--- src/sonata_settings.svh ---
`ifndef SONATA_SETTINGS_SVH
`define SONATA_SETTINGS_SVH

// Register bus widths
`define SONATA_BUS_ADDR_WIDTH 32
`define SONATA_BUS_DATA_WIDTH 32
`define SONATA_BUS_BE_WIDTH   4
`define SONATA_REG_ADDR_WIDTH 8   // Offset seen by a device

// Peripheral window, address bits 31 to 16
`define SONATA_PERIPH_BASE 16'h8000

// Device index in address bits 15 to 12
`define SONATA_DEV_GPIO  0
`define SONATA_DEV_PWM   1
`define SONATA_DEV_TIMER 2

// Pin counts
`define SONATA_GPI_WIDTH 13
`define SONATA_GPO_WIDTH 24
`define SONATA_PWM_WIDTH 12

`define SONATA_PWM_CTR_SIZE 8   // Counter, duty and period

`endif

--- src/sonata_bus_pkg.sv ---
`include "sonata_settings.svh"

package sonata_bus_pkg;

  // Host request, a single-cycle strobe
  typedef struct packed {
    logic                              req;
    logic                              we;
    logic [`SONATA_BUS_BE_WIDTH-1:0]   be;
    logic [`SONATA_BUS_ADDR_WIDTH-1:0] addr;
    logic [`SONATA_BUS_DATA_WIDTH-1:0] wdata;
  } bus_req_t;

  typedef struct packed {
    logic                              rvalid;
    logic [`SONATA_BUS_DATA_WIDTH-1:0] rdata;
    logic                              err;    // Decode error
  } bus_rsp_t;

  // Access as one device sees it
  typedef struct packed {
    logic                              req;    // Qualified for this device only
    logic                              we;
    logic [`SONATA_BUS_BE_WIDTH-1:0]   be;
    logic [`SONATA_REG_ADDR_WIDTH-1:0] offset;
    logic [`SONATA_BUS_DATA_WIDTH-1:0] wdata;
  } dev_req_t;

  // Byte-lane write merge
  function automatic logic [`SONATA_BUS_DATA_WIDTH-1:0] be_merge(
    input logic [`SONATA_BUS_DATA_WIDTH-1:0] old_word,
    input logic [`SONATA_BUS_DATA_WIDTH-1:0] new_word,
    input logic [`SONATA_BUS_BE_WIDTH-1:0]   be
  );
    logic [`SONATA_BUS_DATA_WIDTH-1:0] merged;
    merged = old_word;
    for (int b = 0; b < `SONATA_BUS_BE_WIDTH; b++) begin
      if (be[b]) merged[8*b +: 8] = new_word[8*b +: 8];
    end
    return merged;
  endfunction

endpackage

--- src/sonata_periph_pkg.sv ---
`include "sonata_settings.svh"

package sonata_periph_pkg;

  // Bus view of a 64-bit timer word
  typedef struct packed {
    logic [`SONATA_BUS_DATA_WIDTH-1:0] hi;
    logic [`SONATA_BUS_DATA_WIDTH-1:0] lo;
  } timer_half_t;

  // Same word, compared whole or accessed in halves
  typedef union packed {
    logic [2*`SONATA_BUS_DATA_WIDTH-1:0] word;
    timer_half_t                         half;
  } timer_word_u;

  typedef struct packed {
    logic [`SONATA_PWM_CTR_SIZE-1:0] period;  // High byte
    logic [`SONATA_PWM_CTR_SIZE-1:0] duty;    // Low byte
  } pwm_chan_t;

endpackage

--- src/sonata_bus_decode.sv ---
`timescale 1ns/1ns
`include "sonata_settings.svh"

module sonata_bus_decode (
  input  logic                              clk_sys_i,
  input  logic                              rst_n_i,
  input  sonata_bus_pkg::bus_req_t          bus_req_i,
  output sonata_bus_pkg::bus_rsp_t          bus_rsp_o,
  output sonata_bus_pkg::dev_req_t          gpio_req_o,
  output sonata_bus_pkg::dev_req_t          pwm_req_o,
  output sonata_bus_pkg::dev_req_t          timer_req_o,
  input  logic [`SONATA_BUS_DATA_WIDTH-1:0] gpio_rdata_i,
  input  logic [`SONATA_BUS_DATA_WIDTH-1:0] pwm_rdata_i,
  input  logic [`SONATA_BUS_DATA_WIDTH-1:0] timer_rdata_i
);
  import sonata_bus_pkg::*;

  logic [3:0]                        dev_idx;
  logic                              base_hit;
  logic                              dev_hit;
  logic                              acc_ok;
  dev_req_t                          dev_req;    // Shared fields for all devices
  logic                              rvalid_q;
  logic                              err_q;
  logic [3:0]                        dev_sel_q;
  logic [`SONATA_BUS_DATA_WIDTH-1:0] rdata_mux;

  ////////////////////////////////////////////////////////////////////////////
  // Request side

  assign dev_idx  = bus_req_i.addr[15:12];
  assign base_hit = bus_req_i.addr[31:16] == `SONATA_PERIPH_BASE;
  assign dev_hit  = (dev_idx == 4'(`SONATA_DEV_GPIO)) ||
                    (dev_idx == 4'(`SONATA_DEV_PWM))  ||
                    (dev_idx == 4'(`SONATA_DEV_TIMER));
  assign acc_ok   = base_hit & dev_hit;

  always_comb begin
    dev_req.req    = bus_req_i.req & acc_ok;
    dev_req.we     = bus_req_i.we;
    dev_req.be     = bus_req_i.be;
    dev_req.offset = bus_req_i.addr[`SONATA_REG_ADDR_WIDTH-1:0];
    dev_req.wdata  = bus_req_i.wdata;
  end

  // One device at most sees req
  always_comb begin
    gpio_req_o      = dev_req;
    gpio_req_o.req  = dev_req.req & (dev_idx == 4'(`SONATA_DEV_GPIO));
    pwm_req_o       = dev_req;
    pwm_req_o.req   = dev_req.req & (dev_idx == 4'(`SONATA_DEV_PWM));
    timer_req_o     = dev_req;
    timer_req_o.req = dev_req.req & (dev_idx == 4'(`SONATA_DEV_TIMER));
  end

  ////////////////////////////////////////////////////////////////////////////
  // Response side, always the cycle after the request

  always_ff @(posedge clk_sys_i or negedge rst_n_i) begin
    if (!rst_n_i) begin
      rvalid_q <= 1'b0;
      err_q    <= 1'b0;
    end else begin
      rvalid_q <= bus_req_i.req;
      err_q    <= bus_req_i.req & ~acc_ok;
    end
  end

  always_ff @(posedge clk_sys_i) begin
    if (bus_req_i.req) dev_sel_q <= dev_idx;
  end

  always_comb begin
    case (dev_sel_q)
      4'(`SONATA_DEV_GPIO):  rdata_mux = gpio_rdata_i;
      4'(`SONATA_DEV_PWM):   rdata_mux = pwm_rdata_i;
      4'(`SONATA_DEV_TIMER): rdata_mux = timer_rdata_i;
      default:               rdata_mux = '0;
    endcase
  end

  assign bus_rsp_o.rvalid = rvalid_q;
  assign bus_rsp_o.err    = err_q;
  assign bus_rsp_o.rdata  = err_q ? '0 : rdata_mux;  // Zero on decode error

endmodule

--- src/sonata_gpio.sv ---
`timescale 1ns/1ns
`include "sonata_settings.svh"

module sonata_gpio (
  input  logic                              clk_sys_i,
  input  logic                              rst_n_i,
  input  sonata_bus_pkg::dev_req_t          dev_req_i,
  output logic [`SONATA_BUS_DATA_WIDTH-1:0] rdata_o,
  input  logic [`SONATA_GPI_WIDTH-1:0]      gp_i,
  output logic [`SONATA_GPO_WIDTH-1:0]      gp_o
);
  import sonata_bus_pkg::*;

  localparam int unsigned dw = `SONATA_BUS_DATA_WIDTH;
  localparam int unsigned gpo_w = `SONATA_GPO_WIDTH;
  localparam int unsigned gpi_w = `SONATA_GPI_WIDTH;
  localparam logic [`SONATA_REG_ADDR_WIDTH-1:0] off_gpo = 'h0;
  localparam logic [`SONATA_REG_ADDR_WIDTH-1:0] off_gpi = 'h4;

  logic [gpo_w-1:0] gpo_q;
  logic [gpo_w-1:0] gpo_d;
  logic [dw-1:0]    gpo_word;
  logic             gpo_wr;
  logic [gpi_w-1:0] gpi_meta_q;
  logic [gpi_w-1:0] gpi_sync_q;

  assign gpo_wr   = dev_req_i.req & dev_req_i.we & (dev_req_i.offset == off_gpo);
  assign gpo_word = be_merge({{(dw-gpo_w){1'b0}}, gpo_q}, dev_req_i.wdata, dev_req_i.be);
  assign gpo_d    = gpo_wr ? gpo_word[gpo_w-1:0] : gpo_q;  // Upper byte dropped

  always_ff @(posedge clk_sys_i or negedge rst_n_i) begin
    if (!rst_n_i) begin
      gpo_q      <= '0;
      gpi_meta_q <= '0;
      gpi_sync_q <= '0;
    end else begin
      gpo_q      <= gpo_d;
      gpi_meta_q <= gp_i;       // Two-stage synchroniser
      gpi_sync_q <= gpi_meta_q;
    end
  end

  // Read word reflects a write in the same access
  always_ff @(posedge clk_sys_i) begin
    if (dev_req_i.req) begin
      case (dev_req_i.offset)
        off_gpo: rdata_o <= {{(dw-gpo_w){1'b0}}, gpo_d};
        off_gpi: rdata_o <= {{(dw-gpi_w){1'b0}}, gpi_sync_q};
        default: rdata_o <= '0;
      endcase
    end
  end

  assign gp_o = gpo_q;

endmodule

--- src/sonata_pwm.sv ---
`timescale 1ns/1ns
`include "sonata_settings.svh"

module sonata_pwm (
  input  logic                              clk_sys_i,
  input  logic                              rst_n_i,
  input  sonata_bus_pkg::dev_req_t          dev_req_i,
  output logic [`SONATA_BUS_DATA_WIDTH-1:0] rdata_o,
  output logic [`SONATA_PWM_WIDTH-1:0]      pwm_o
);
  import sonata_bus_pkg::*;
  import sonata_periph_pkg::*;

  localparam int unsigned dw = `SONATA_BUS_DATA_WIDTH;
  localparam int unsigned nchan = `SONATA_PWM_WIDTH;
  localparam int unsigned csize = `SONATA_PWM_CTR_SIZE;
  localparam int unsigned cw = $bits(pwm_chan_t);
  localparam int unsigned idx_w = `SONATA_REG_ADDR_WIDTH - 2;

  pwm_chan_t        chan_q [nchan];
  logic [csize-1:0] ctr_q  [nchan];
  logic [idx_w-1:0] chan_idx;
  logic             chan_hit;
  logic             chan_wr;
  pwm_chan_t        chan_cur;
  pwm_chan_t        chan_new;
  logic [dw-1:0]    chan_word;

  // One word per channel, word aligned
  assign chan_idx = dev_req_i.offset[`SONATA_REG_ADDR_WIDTH-1:2];
  assign chan_hit = (dev_req_i.offset[1:0] == 2'b00) && (chan_idx < nchan);
  assign chan_wr  = dev_req_i.req & dev_req_i.we & chan_hit;

  always_comb begin
    chan_cur = '0;
    for (int c = 0; c < nchan; c++) begin
      if (chan_idx == c) chan_cur = chan_q[c];
    end
  end

  assign chan_word = be_merge({{(dw-cw){1'b0}}, chan_cur}, dev_req_i.wdata, dev_req_i.be);
  assign chan_new  = chan_word[cw-1:0];

  ////////////////////////////////////////////////////////////////////////////
  // Channel registers and counters

  always_ff @(posedge clk_sys_i or negedge rst_n_i) begin
    if (!rst_n_i) begin
      for (int c = 0; c < nchan; c++) begin
        chan_q[c] <= '0;
        ctr_q[c]  <= '0;
      end
    end else begin
      for (int c = 0; c < nchan; c++) begin
        if (chan_wr && (chan_idx == c)) begin
          chan_q[c] <= chan_new;
          ctr_q[c]  <= '0;                      // Restart on reload
        end else if (ctr_q[c] == chan_q[c].period) begin
          ctr_q[c]  <= '0;
        end else begin
          ctr_q[c]  <= ctr_q[c] + 1'b1;
        end
      end
    end
  end

  for (genvar c = 0; c < nchan; c++) begin : gen_out
    assign pwm_o[c] = ctr_q[c] < chan_q[c].duty;  // High for the first duty counts
  end

  always_ff @(posedge clk_sys_i) begin
    if (dev_req_i.req) begin
      if (chan_hit) rdata_o <= {{(dw-cw){1'b0}}, (chan_wr ? chan_new : chan_cur)};
      else          rdata_o <= '0;
    end
  end

endmodule

--- src/sonata_system.sv ---
`timescale 1ns/1ns
`include "sonata_settings.svh"

module sonata_system (
  input  logic                         clk_sys_i,
  input  logic                         rst_n_i,
  input  sonata_bus_pkg::bus_req_t     bus_req_i,
  output sonata_bus_pkg::bus_rsp_t     bus_rsp_o,
  input  logic [`SONATA_GPI_WIDTH-1:0] gp_i,
  output logic [`SONATA_GPO_WIDTH-1:0] gp_o,
  output logic [`SONATA_PWM_WIDTH-1:0] pwm_o,
  output logic                         timer_irq_o
);
  import sonata_bus_pkg::*;

  // Per-device request and read data
  dev_req_t                          gpio_req;
  dev_req_t                          pwm_req;
  dev_req_t                          timer_req;
  logic [`SONATA_BUS_DATA_WIDTH-1:0] gpio_rdata;
  logic [`SONATA_BUS_DATA_WIDTH-1:0] pwm_rdata;
  logic [`SONATA_BUS_DATA_WIDTH-1:0] timer_rdata;

  sonata_bus_decode u_bus_decode (
    .clk_sys_i     (clk_sys_i),
    .rst_n_i       (rst_n_i),
    .bus_req_i     (bus_req_i),
    .bus_rsp_o     (bus_rsp_o),
    .gpio_req_o    (gpio_req),
    .pwm_req_o     (pwm_req),
    .timer_req_o   (timer_req),
    .gpio_rdata_i  (gpio_rdata),
    .pwm_rdata_i   (pwm_rdata),
    .timer_rdata_i (timer_rdata)
  );

  sonata_gpio u_gpio (
    .clk_sys_i (clk_sys_i),
    .rst_n_i   (rst_n_i),
    .dev_req_i (gpio_req),
    .rdata_o   (gpio_rdata),
    .gp_i      (gp_i),
    .gp_o      (gp_o)
  );

  sonata_pwm u_pwm (
    .clk_sys_i (clk_sys_i),
    .rst_n_i   (rst_n_i),
    .dev_req_i (pwm_req),
    .rdata_o   (pwm_rdata),
    .pwm_o     (pwm_o)
  );

  sonata_timer u_timer (
    .clk_sys_i   (clk_sys_i),
    .rst_n_i     (rst_n_i),
    .dev_req_i   (timer_req),
    .rdata_o     (timer_rdata),
    .timer_irq_o (timer_irq_o)
  );

endmodule

--- src/sonata_timer.sv ---
`timescale 1ns/1ns
`include "sonata_settings.svh"

module sonata_timer (
  input  logic                              clk_sys_i,
  input  logic                              rst_n_i,
  input  sonata_bus_pkg::dev_req_t          dev_req_i,
  output logic [`SONATA_BUS_DATA_WIDTH-1:0] rdata_o,
  output logic                              timer_irq_o
);
  import sonata_bus_pkg::*;
  import sonata_periph_pkg::*;

  localparam logic [`SONATA_REG_ADDR_WIDTH-1:0] off_cnt_lo = 'h00;
  localparam logic [`SONATA_REG_ADDR_WIDTH-1:0] off_cnt_hi = 'h04;
  localparam logic [`SONATA_REG_ADDR_WIDTH-1:0] off_cmp_lo = 'h08;
  localparam logic [`SONATA_REG_ADDR_WIDTH-1:0] off_cmp_hi = 'h0c;
  localparam logic [`SONATA_REG_ADDR_WIDTH-1:0] off_ctrl   = 'h10;

  timer_word_u                       cnt_q;
  timer_word_u                       cnt_d;
  timer_word_u                       cmp_q;
  timer_word_u                       cmp_d;
  logic                              en_q;
  logic                              en_d;
  logic                              irq_q;
  logic                              wr;
  logic [`SONATA_BUS_DATA_WIDTH-1:0] rd_word;

  assign wr = dev_req_i.req & dev_req_i.we;

  ////////////////////////////////////////////////////////////////////////////
  // Next state

  always_comb begin
    cnt_d = cnt_q;
    cmp_d = cmp_q;
    en_d  = en_q;
    if (en_q) cnt_d.word = cnt_q.word + 1'b1;

    if (wr) begin
      case (dev_req_i.offset)
        off_cnt_lo: begin
          cnt_d = cnt_q;   // A counter write holds off the increment
          cnt_d.half.lo = be_merge(cnt_q.half.lo, dev_req_i.wdata, dev_req_i.be);
        end
        off_cnt_hi: begin
          cnt_d = cnt_q;
          cnt_d.half.hi = be_merge(cnt_q.half.hi, dev_req_i.wdata, dev_req_i.be);
        end
        off_cmp_lo: cmp_d.half.lo = be_merge(cmp_q.half.lo, dev_req_i.wdata, dev_req_i.be);
        off_cmp_hi: cmp_d.half.hi = be_merge(cmp_q.half.hi, dev_req_i.wdata, dev_req_i.be);
        off_ctrl:   if (dev_req_i.be[0]) en_d = dev_req_i.wdata[0];
        default: ;
      endcase
    end
  end

  // Read mux
  always_comb begin
    case (dev_req_i.offset)
      off_cnt_lo: rd_word = cnt_d.half.lo;
      off_cnt_hi: rd_word = cnt_d.half.hi;
      off_cmp_lo: rd_word = cmp_d.half.lo;
      off_cmp_hi: rd_word = cmp_d.half.hi;
      off_ctrl:   rd_word = {{(`SONATA_BUS_DATA_WIDTH-1){1'b0}}, en_d};
      default:    rd_word = '0;
    endcase
  end

  ////////////////////////////////////////////////////////////////////////////
  // State

  always_ff @(posedge clk_sys_i or negedge rst_n_i) begin
    if (!rst_n_i) begin
      cnt_q.word <= '0;
      cmp_q.word <= '1;   // No interrupt until compare is set
      en_q       <= 1'b0;
      irq_q      <= 1'b0;
    end else begin
      cnt_q <= cnt_d;
      cmp_q <= cmp_d;
      en_q  <= en_d;
      irq_q <= cnt_q.word >= cmp_q.word;  // Full 64-bit compare
    end
  end

  always_ff @(posedge clk_sys_i) begin
    if (dev_req_i.req) rdata_o <= rd_word;
  end

  assign timer_irq_o = irq_q;

endmodule

--- config.mk ---
export PLATFORM = sky130hd
export DESIGN_NAME = sonata_system
export DESIGN_NICKNAME = d
export VERILOG_FILES = /design/src/sonata_bus_pkg.sv /design/src/sonata_periph_pkg.sv /design/src/sonata_bus_decode.sv /design/src/sonata_gpio.sv /design/src/sonata_pwm.sv /design/src/sonata_system.sv /design/src/sonata_timer.sv
export VERILOG_INCLUDE_DIRS = /design/src
export SDC_FILE = /design/constraint.sdc
export NUM_CORES = 1
export LEC_CHECK = 0
export BUFFER_PORTS_ARGS = -buffer_cell sky130_fd_sc_hd__buf_4
export CAP_MARGIN = 10
export CORE_ASPECT_RATIO = 1.5
export CORE_MARGIN = 10
export CORE_UTILIZATION = 64
export DETAILED_ROUTE_END_ITERATION = 16
export HOLD_SLACK_MARGIN = 0.03
export PLACE_DENSITY_LB_ADDON = 0.2
export SYNTH_ARGS = -nofsm -noshare
export SYNTH_HDL_FRONTEND = slang
export SYNTH_SLANG_ARGS = --single-unit
--- constraint.sdc ---
create_clock -name clk_sys_i -period 5.3 [get_ports clk_sys_i]
set_input_delay 0.795 -clock clk_sys_i [delete_from_list [all_inputs] [get_ports clk_sys_i]]
set_output_delay 0.795 -clock clk_sys_i [all_outputs]
set_load 0.02 [all_outputs]
# [Word-level counts from Yosys, hierarchy flattened]
# Cells that the tools add are included.
[totals] output_inout_bits=71 reg_bits=570 inputBits=85
[classes] n_lt_le_gt_ge=14 n_reduce_logical=20 muxes=72 addsub=13 n_eq_ne=32 bitwise_logic=12
[ops] op="$mux 8" n=45
[ops] op="$mux 16" n=13
[ops] op="$mux 64" n=3
[ops] op="$pmux 32 s5" n=1
[ops] op="$pmux 64 s2" n=1
[ops] op="$add 8x1->8 const B" n=12
[ops] op="$eq 8x8->1" n=12
[ops] op="$lt 8x8->1" n=12
[ops] op="$mux 32" n=3
[ops] op="$pmux 32 s3" n=1
[ops] op="$add 64x1->64 const B" n=1
[ops] op="$ge 64x64->1" n=1
[ops] op="$pmux 24 s2" n=1
[ops] op="$eq 6x3->1 const B" n=4
[ops] op="$eq 6x4->1 const B" n=4
[ops] op="$mux 24" n=1
[ops] op="$eq 16x16->1 const B" n=1
[ops] op="$eq 8x4->1 const B" n=2
[ops] op="$logic_and 1x1->1" n=13
[ops] op="$eq 6x2->1 const B" n=2
[ops] op="$and 1x1->1" n=11
[ops] op="$eq 4x1->1 const B" n=2
[ops] op="$eq 4x2->1 const B" n=2
[ops] op="$eq 8x3->1 const B" n=1
[ops] op="other kinds (10)" n=14

# [Logic depth before layout (Yosys ltp)]
# Gate-level depths: netlist of the first run.
[logic_depth] ltp_word=15 ltp_mapped=12 mapped_depth_nobuf=9

# [Hierarchy]
# From an unflattened synthesis of the first run, not the netlist that was laid out.
[unflattened] hier_cells=3514 hier_area_um2=33784.9
[modules_own_cells] mod="sonata_pwm" area_per_inst_um2=17174.0 cells_per_inst=1739 seq_area_each_um2=7687.4 instances=1
[modules_own_cells] mod="sonata_timer" area_per_inst_um2=11325.9 cells_per_inst=1293 seq_area_each_um2=4294.1 instances=1
[modules_own_cells] mod="sonata_gpio" area_per_inst_um2=3030.4 cells_per_inst=212 seq_area_each_um2=1971.9 instances=1
[modules_own_cells] mod="sonata_bus_decode" area_per_inst_um2=2254.7 cells_per_inst=270 seq_area_each_um2=170.2 instances=1

# [Worst setup path before layout of the first run]
# Ideal clock, no wire load.
[synth_path] path_type="input to register" from="input port bus_req_i[59] in the netlist's numbering" to="register u_timer.rdata_o[0] (enable)" cell_stages=5 arrival_ns=3.075 setup_time_ns=0.421 n_path_buf=0 required_time_ns=4.879 path_slack_ns=1.804 path_cell_list="nor4_1 -> nand3_1 -> nor2_1 -> nand3_1 -> nor2_1"
[synth_via] elab_chain_cells=4
[synth_rtl] item="start, declared" line_no="sonata_system.sv:7" text="input sonata_bus_pkg::bus_req_t bus_req_i,"
[synth_rtl] item="$eq 16x16->1 (no line)"
[synth_rtl] item="$and 1x1->1" line_no="sonata_bus_decode.sv:36" text="assign acc_ok = base_hit & dev_hit;"
[synth_rtl] item="$and 1x1->1" line_no="sonata_bus_decode.sv:39" text="dev_req.req = bus_req_i.req & acc_ok;"
[synth_rtl] item="$and 1x1->1" line_no="sonata_bus_decode.sv:53" text="timer_req_o.req = dev_req.req & (dev_idx == 4'(`SONATA_DEV_TIMER));"
[synth_rtl] item="end signal, assigned" line_no="sonata_timer.sv:89" text="if (dev_req_i.req) rdata_o <= rd_word;"
[synth_rtl] item="end, declared" line_no="sonata_timer.sv:8" text="output logic [`SONATA_BUS_DATA_WIDTH-1:0] rdata_o,"
# No other way between the ends.
# A chain may end at the register's enable or synchronous reset.

# [Worst setup path in the final report of the first run]
[layout_path] from="input port bus_req_i[57] in the netlist's numbering" to="register u_pwm.ctr_q[27] in the netlist's numbering"
[layout_via] elab_chain_cells=8
[layout_rtl] item="$eq 16x16->1 (no line)"
[layout_rtl] item="$and 1x1->1" line_no="sonata_bus_decode.sv:36"
[layout_rtl] item="$and 1x1->1" line_no="sonata_bus_decode.sv:39"
[layout_rtl] item="$and 1x1->1" line_no="sonata_bus_decode.sv:51" text="pwm_req_o.req = dev_req.req & (dev_idx == 4'(`SONATA_DEV_PWM));"
[layout_rtl] item="$and 1x1->1 (2 in series)" line_no="sonata_pwm.sv:32" text="assign chan_wr = dev_req_i.req & dev_req_i.we & chan_hit;"
[layout_rtl] item="$logic_and 1x1->1" line_no="sonata_pwm.sv:55" text="if (chan_wr && (chan_idx == c)) begin"
[layout_rtl] item="$mux 8" line_no="sonata_pwm.sv:55"
[layout_rtl] item="end signal, assigned by index" line_no="sonata_pwm.sv:61" text="ctr_q[c] <= ctr_q[c] + 1'b1;"
[layout_rtl] item="end, declared" line_no="sonata_pwm.sv:21" text="logic [csize-1:0] ctr_q [nchan];"
# No other way between the ends.

==> results list, run 1 <==
- The run finished with clean final reports.
* Chip Height: 289.2 um
- Setup violations remaining at the end of the flow were counted as 0.
- Derived from the worst setup path, the maximum achievable clock frequency is 250.0 MHz.
- The synthesized netlist occupies a cell area of 30920 sq um.
- Routed WL: 114200 um
* Placed wire-length estimate after detailed placement: 82810 um
- Combinational logic burns 5.1% of the power.
- Entering global routing, the biggest net connects 108 pins.
- Once the floorplan was initialized, standard cells occupied 64.82% of the core.
- Min Tclk post-route: 4.001 ns
- TritonCTS clock tree: built
- Crit Path Class: in -> reg
- Setup repair after global routing left no endpoint under its margin.
- Summing all multi-input logic gate instances after layout gives 15530 sq um.
* Number of buffers added by the clock tree synthesis step: 51
- Total overflow reported by the global router: 0
- Worst slack on hold paths: 0.2691 ns
- Count of input and output buffers: 151
- With fillers left out, the area of the finished cells amounts to 34720 sq um.
- Via density per instance: 6.911
- Power comes to 8.579 mW.
* Layout net count: 3624
- Number of rows in the core area: 98
- Max_slew headroom: 11.79%
- In this run the worst hold path is classified as in -> async.
* Syn nets: 3495
* Detailed-route DRC error count: 0
- At the pin with the least slew margin, the transition time is 1.322 ns.
- In this run the register-to-register setup slack is 1.41 ns.
- The critical path starts at bus_req_i[57].
* Final sum of negative setup slack: 0 ns
- After layout, the worst path uses 75.49% of the clock period.
- STA classifies the critical path endpoint as a flop.
* I/O pin count: 156
* Vias in the first global route: 27970
- RD Place Congestion: 1.064
* Relative contribution of sequential cells to total power: 49.7%
- For this block, the via count after detailed routing is 27800.
* Commonest cells after routing, fill and taps aside: dfrtp_1, nand2_1, o21ai_0, buf_4, nor2_1
- Top cell type by total area after synthesis: dfrtp_1
- Share of total power in the clock network: 45.3%
* Area of placed instances: 32970 sq um
* Area fraction of the dominant cell type after synthesis: 32.86%
* Count of fill cells added during filler insertion: 3496
- Hold buffer count at CTS: 0
- STA classifies the critical path startpoint as an input pin.
* Leading cell type in the layout, fill and taps excluded: dfrtp_1
* Final Instance Count excl. Fillers: 4023
* Max Cap Viol: 0
* Reg clk slew, reported paths: 0.07 ns
- At the worst endpoint, the required time is 5.75 ns.
- Total placed cells including tap cells: 3925
- Maximum clock insertion buffer count: 3
- In this run the worst path has a maximum fanout of 25.
- After detailed routing, the average wire length per cell comes to 28.39 um.
- Reg2Reg Depth: 7
* Destination of the worst register-to-register timing path: u_timer.rdata_o[20]
* Post-CTS setup buffer count: 0
* Switching share of power: 23.32%
- Sequential cells were found to cover 45.68% of the synthesized design area.
* Die area: 57680 sq um
* Data arrival time of the critical path: 4.45 ns
- The most numerous cell type found on the critical path is buf_4.
- Net load switching power: 2.000 mW
- Launch instance of the worst register-to-register path: u_timer.cnt_q[4]
- Number of distinct library cell variants in the gate-level netlist after synthesis: 81
- Pins over their slew limit: 0
- Top cells by area, synth: dfrtp_1, edfxtp_1, ha_1, dfstp_2, o21ai_0
- The core region is 47700 sq um.
- Number of detailed-routing iterations run before antenna repair: 6
- The most used flip-flop cell after synthesis is dfrtp_1.
* Average size of a mapped cell: 9.516 sq um
- The H-tree was split into 2 levels.
- First-pass GRT wire length: 170500 um
- Storage element area: 14120 sq um
* Root buffer cell: clkbuf_16
- In the synthesized netlist, the number of instances is 3249.
- Total global routing track utilization: 39.46%
- Antenna violations before repair: 5
- Number of warnings issued by yosys: 0
* Worst-skew pair later-pin latency: 0.60 ns
- Yosys mapped a number of flops with a built-in enable equal to 76.
- After synthesis, the share of flip-flops with an asynchronous set or reset is 86.08%.
* Total of cells resized after clock tree synthesis: 0
- The final number of hold-violating endpoints came to 0.
- In this run the static leakage power is 14.79 nW.
* Share of post-route cells with drive strength above 1: 14.91%
- Power Density: 247.1 nW/um^2
- Compared with the post-synthesis result, the final layout area differs by 12.31%.
* Int Pwr: 6.579 mW
- Critical path cell sequence: buf_4, nor4_1, nand3_1, nor3_1, and4_1, buf_4, nand3_1, buf_4, o21ai_1, nor2_1
* Worst path slowest cell: and4_1
* Post-detailed-route count of antenna-violating nets: 0
- Counting flops and latches in the post-synthesis netlist gives 546.
- Chip Width: 199.5 um
* Number of design-rule violations left by the first detailed-router iteration: 2997
- IR analysis of the VDD net gives a maximum drop of 0.0002970 V.
- On the worst path, the slowest cell contributes a delay of 0.75 ns.
- The tree built by TritonCTS fans out to 546 sinks.
- Final clock skew: 0.01202 ns
==> flip-flops by register name (all words and copies together), names as in the netlist, 13 cells and up <==
name	cells
u_gpio.gp_o	24
u_gpio.gpi_meta_q	13
u_gpio.gpi_sync_q	13
u_gpio.rdata_o	24
u_pwm.chan_q	192
u_pwm.ctr_q	96
u_pwm.rdata_o	16
u_timer.cmp_q	64
u_timer.cnt_q	64
u_timer.rdata_o	32
==> cell families (layout without fill, tap and decap cells) <==
logic type | after synthesis | in the layout | synth area share (%)
compound gates | 806 | 806 | 17.03
buf+inv | 346 | 517 | 4.355
flops | 546 | 546 | 45.68
mux | 118 | 118 | 4.387
simple gates | 1071 | 1071 | 16.33
xor+xnor | 201 | 201 | 5.694
fa+ha+maj | 161 | 161 | 6.516
other cells | 0 | 3 | 0
==> routing by layer <==
| metal | GRT usage, % | vias up | share of wire, % |
|---|---|---|---|
| li1 | - | 11960 | - |
| met1 | 41.81 | 13390 | 32 |
| met2 | 64.88 | 1823 | 48 |
| met3 | 7.945 | 626 | 8.8 |
| met4 | 37.01 | 6 | 11 |
| met5 | 0 | - | 0.035 |
==> final cells by class <==
class	instances	share of cell area (%)
flip-flops and latches	546	40.68
clock buffers	68	4.032
repair buffers	247	5.506
clock inverters	27	0.9946
inverters	175	1.892
well taps	600	2.162
multi-input cells	2357	44.72
diodes	3	0.02162
==> worst max-delay path: cells and delay by family <==
| family | cells | cell delay [ns] |
|---|---|---|
| AO/OA/AOI/OAI | 1 | 0.35 |
| buffers and inverters | 3 | 0.72 |
| AND/OR/NAND/NOR | 6 | 2.58 |
==> Yosys cell counts, types with 65 or more instances <==
cell type and number:
nand4_1 70, nor2_1 232, dfrtp_1 406, a21oi_1 69, xnor2_1 136, xor2_1 65
nand3_1 129, clkbuf_1 130, ha_1 161, edfxtp_1 76, mux2_2 70, nand2_1 376
o21ai_0 325, inv_1 174
==> worst max path at each step <==
stage                                      to  slack [ns]  cells after the start
after global routing          u_pwm.ctr_q[50]        1.30                      9
after CTS                 u_timer.rdata_o[20]        1.51                      7
after global placement      u_pwm.chan_q[180]        1.12                      9
final                         u_pwm.ctr_q[27]        1.30                     10
after floorplan            u_timer.rdata_o[0]        1.80                      5
after detailed placement      u_pwm.ctr_q[50]        1.00                      9
==> through the flow <==
| step | worst slack [ns] | util [%] |
|---|---|---|
| 6_report | 1.299 | 72.80 |
| 2_1_floorplan | 1.804 | - |
| 3_5_place_dp | 1.003 | 69.12 |
| 4_1_cts | 1.508 | 72.78 |
| 3_3_place_gp | 1.118 | 69.12 |
| 5_1_grt | 1.296 | 72.78 |
==> power groups by stage <==
stage	clock, mW	combinational, mW	sequential [mW]
floorplan	0	0.139	4.34
global placement	0	0.412	4.34
detailed placement	0	0.418	4.34
CTS	3.90	0.419	4.26
global route	4.06	0.449	4.26
finish	3.88	0.434	4.26
Power figures use the tool's default switching activity.
==> run 2, diff against run 1 <==
- CORE_UTILIZATION: 64 -> 56
- clock period: 5.3 -> 3.5 ns (I/O delays scaled with it)
==> run 2 against run 1 <==
Net effect:
- register-to-register slack worse by 1.3 ns
- core utilization down 5.8 points
- clock skew up 0.0048 ns
- global-route usage down 3.4 points
- highest routed layer unchanged
- clock-buffer cell count up 2
- via count up 0.83%
==> results list, run 2 (synthesis results as in run 1) <==
* Detailed-route DRC error count: 0 (unchanged)
* Placed wire-length estimate after detailed placement: 88460 um (+6.8%)
* Standard cell core area: 54650 sq um (+15%)
* Chip Width: 211.8 um (+6.2%)
- Worst path bufs/invs: 0 (-3)
- The remaining antenna violation count is 0 (unchanged).
- The register-to-register path setup slack came to 0.1 ns (-1.31 ns).
- The number of sinks handled by clock tree synthesis came to 546 (unchanged).
- Antenna violations before repair: 2 (-3)
- The all-layer global routing usage is 36.04% (-3.4 points).
- The post-CTS repair timing setup buffer count was 0 (unchanged).
- The floorplan die height is 307.8 um (+6.4%).
- The number of pins exceeding their max-slew limit in the final report came to 0 (unchanged).
* Relative contribution of combinational cells to total power: 5.5% (+0.4 points)
- Launch point of the worst path: u_timer.cnt_q[11]
- Kind of start point of the critical path: flop
- The final critical path takes up 97.20% of the cycle.
- Vias in the first global route: 28430 (+1.6%)
- Commonest cells after routing, fill and taps aside: dfrtp_1, nand2_1, buf_4, o21ai_0, nor2_1
- The core utilization of the finished layout is 66.96% (-5.8 points).
* Leading cell type in the layout, fill and taps excluded: dfrtp_1
- Path category of the worst min-delay check: in -> reg
- The via density per instance is 6.543 (-5.3%).
* Data arrival time of the critical path: 3.89 ns (-0.56 ns)
- The number of H-tree levels was 2 (unchanged).
* Initial Utilization: 56.57% (-8.2 points)
* Largest net degree at the start of global routing: 92 (-15%)
* Final clock skew: 0.01687 ns (+0.004846 ns)
* Layout net count: 3790 (+4.6%)
* Capture point of the worst path: u_timer.rdata_o[6]
- Maximum clock insertion buffer count: 3 (unchanged)
- The max-capacitance violation count was 0 (unchanged).
* Slowest stage delay, CP: 0.71 ns (-0.04 ns)
- Reg2Reg Depth: 6 (-1)
- Worst slew pin tran: 0.9669 ns (-0.3547 ns)
- Crit Path Class: reg -> reg
- Register with the most flip-flops: u_pwm.chan_q
* Worst path slowest cell: or4_1
- Net load switching power: 3.231 mW (+62%)
- The root buffer cell chosen for the clock tree is clkbuf_16.
- Routed WL: 117900 um (+3.3%)
- The total via count after detailed routing came to 28030 (+0.83%).
- Min Tclk post-route: 3.402 ns
* Largest registers: u_pwm.chan_q (192), u_pwm.ctr_q (96)
- Final total power: 13.63 mW (+59%)
* Max reg flops: 192 (unchanged)
- The required time reported for the critical path endpoint is 3.99 ns (-1.76 ns).
- Number of detailed-routing iterations run before antenna repair: 8 (+2)
- Hold Vio Cnt, Final: 0 (unchanged)
- Launch instance of the worst register-to-register path: u_timer.cnt_q[11]
- The initial DRC count came to 3019 (+0.73%).
- Setup repair after global routing left no endpoint under its margin.
* Finish-stage setup viols: 0 (unchanged)
- First-pass GRT wire length: 176700 um (+3.7%)
- The biggest fanout along the worst timing path is 7 (-72%).
- Cell family with most CP delay: simple AND/OR/NAND/NOR gates
- Number of rows in the core area: 105 (+7.1%)
* Int Pwr: 10.40 mW (+58%)
- The flow ran to the end, and the final reports show no timing, DRC or antenna violations.
- The final estimated routing congestion in global placement is 1.007 (-5.4%).
* Average detailed-routed wire length per instance: 27.53 um (-3.0%)
- Count of input and output buffers: 151 (unchanged)
* Switching share of power: 23.71% (+0.39 points)
- Destination of the worst register-to-register timing path: u_timer.rdata_o[6]
* Maximum ir drop on the vdd rail: 0.0004300 V (+45%)
* I/O pin count: 156 (unchanged)
* Share of post-route cells with drive strength above 1: 18.62% (+3.7 points)
- The final-layout setup total negative slack came to 0 ns (unchanged).
* Die area: 65200 sq um (+13%)
* Reg clk slew, reported paths: 0.07 ns (about the same)
- The CTS buffer count came to 54 (+5.9%).
* Share of total power in the clock network: 47.1% (+1.8 points)
- STA classifies the critical path endpoint as a flop.
* TritonCTS clock tree: built
* Total number of cells along the worst setup path: 6 (-4)
- Critical path cell sequence: nand4_1, or4_1, or3_1, nor4_1, xor2_1, a221o_1
- The sequential share of power is 47.4% (-2.3 points).
- The worst slew margin relative to its limit was 35.30% (+24 points).
- Area overhead of the layout relative to synthesis: 18.36%
- Worst-skew pair later-pin latency: 0.63 ns (+0.03 ns)
- The total congestion overflow after global routing was 0 (unchanged).
- The power per cell area came to 372.4 nW/um^2 (+51%).
- The leakage power total is 15.77 nW (+6.6%).
* Max frequency: 294.0 MHz
run 2: worst min path at each step:
stage / start / endpoint / cells past startpoint
floorplan: rst_n_i / u_bus_decode.err_q / 0
global placement: u_gpio.gpi_meta_q[7] / u_gpio.gpi_sync_q[7] / 0
detailed placement: u_gpio.gpi_meta_q[7] / u_gpio.gpi_sync_q[7] / 0
CTS: bus_req_i[47] / u_bus_decode.dev_sel_q[3] / 1
global route: bus_req_i[47] / u_bus_decode.dev_sel_q[3] / 1
finish: bus_req_i[47] / u_bus_decode.dev_sel_q[3] / 1
run 2: layer usage:
layer	vias to the layer above	part of all wire, %	track usage [%]
met1	13720	34	39.30
met3	512	6.8	5.153
met2	1473	49	60.76
met4	2	9.9	30.81
met5	-	0.017	0
li1	12330	-	-
run 2: cell type report:
class | instances | area [sq um]
Antenna cell | 1 | 2.502
Clock buffer | 70 | 1501
Clock inverter | 30 | 426.7
Fill cell | 4317 | 18060
Inverter | 175 | 656.9
Multi-Input combinational cell | 2357 | 15530
Sequential cell | 546 | 14120
Tap cell | 695 | 869.6
Timing Repair Buffer | 410 | 3483
run 2: what timing repair did:
action | in CTS | in global routing
hold buffers | 14 | 0
endpoints found under the setup margin | 0 | 1
hold endpoints to repair | 80 | 0
resized for setup | 0 | 1
run 2: metrics by stage:
stage / instance area [sq um] / setup WS (ns) / instances / hold WS, ns
CTS: 36580 / 0.1400 / 4283 / 0.09700
global placement: 34510 / -0.1449 / 4169 / 0.3357
detailed placement: 34510 / -0.2003 / 4169 / 0.3381
finish: 36590 / 0.09817 / 4284 / 0.1159
global route: 36590 / 0.05835 / 4283 / 0.1058
floorplan: 30920 / 0.2737 / 3249 / 0.2294
run 2: power groups by stage:
| stage | registers, mW | logic [mW] | clock network (mW) |
|---|---|---|---|
| 2_1_floorplan | 6.57 | 0.210 | 0 |
| 3_3_place_gp | 6.57 | 0.713 | 0 |
| 3_5_place_dp | 6.57 | 0.723 | 0 |
| 4_1_cts | 6.45 | 0.739 | 6.47 |
| 5_1_grt | 6.45 | 0.780 | 6.70 |
| 6_report | 6.46 | 0.749 | 6.42 |
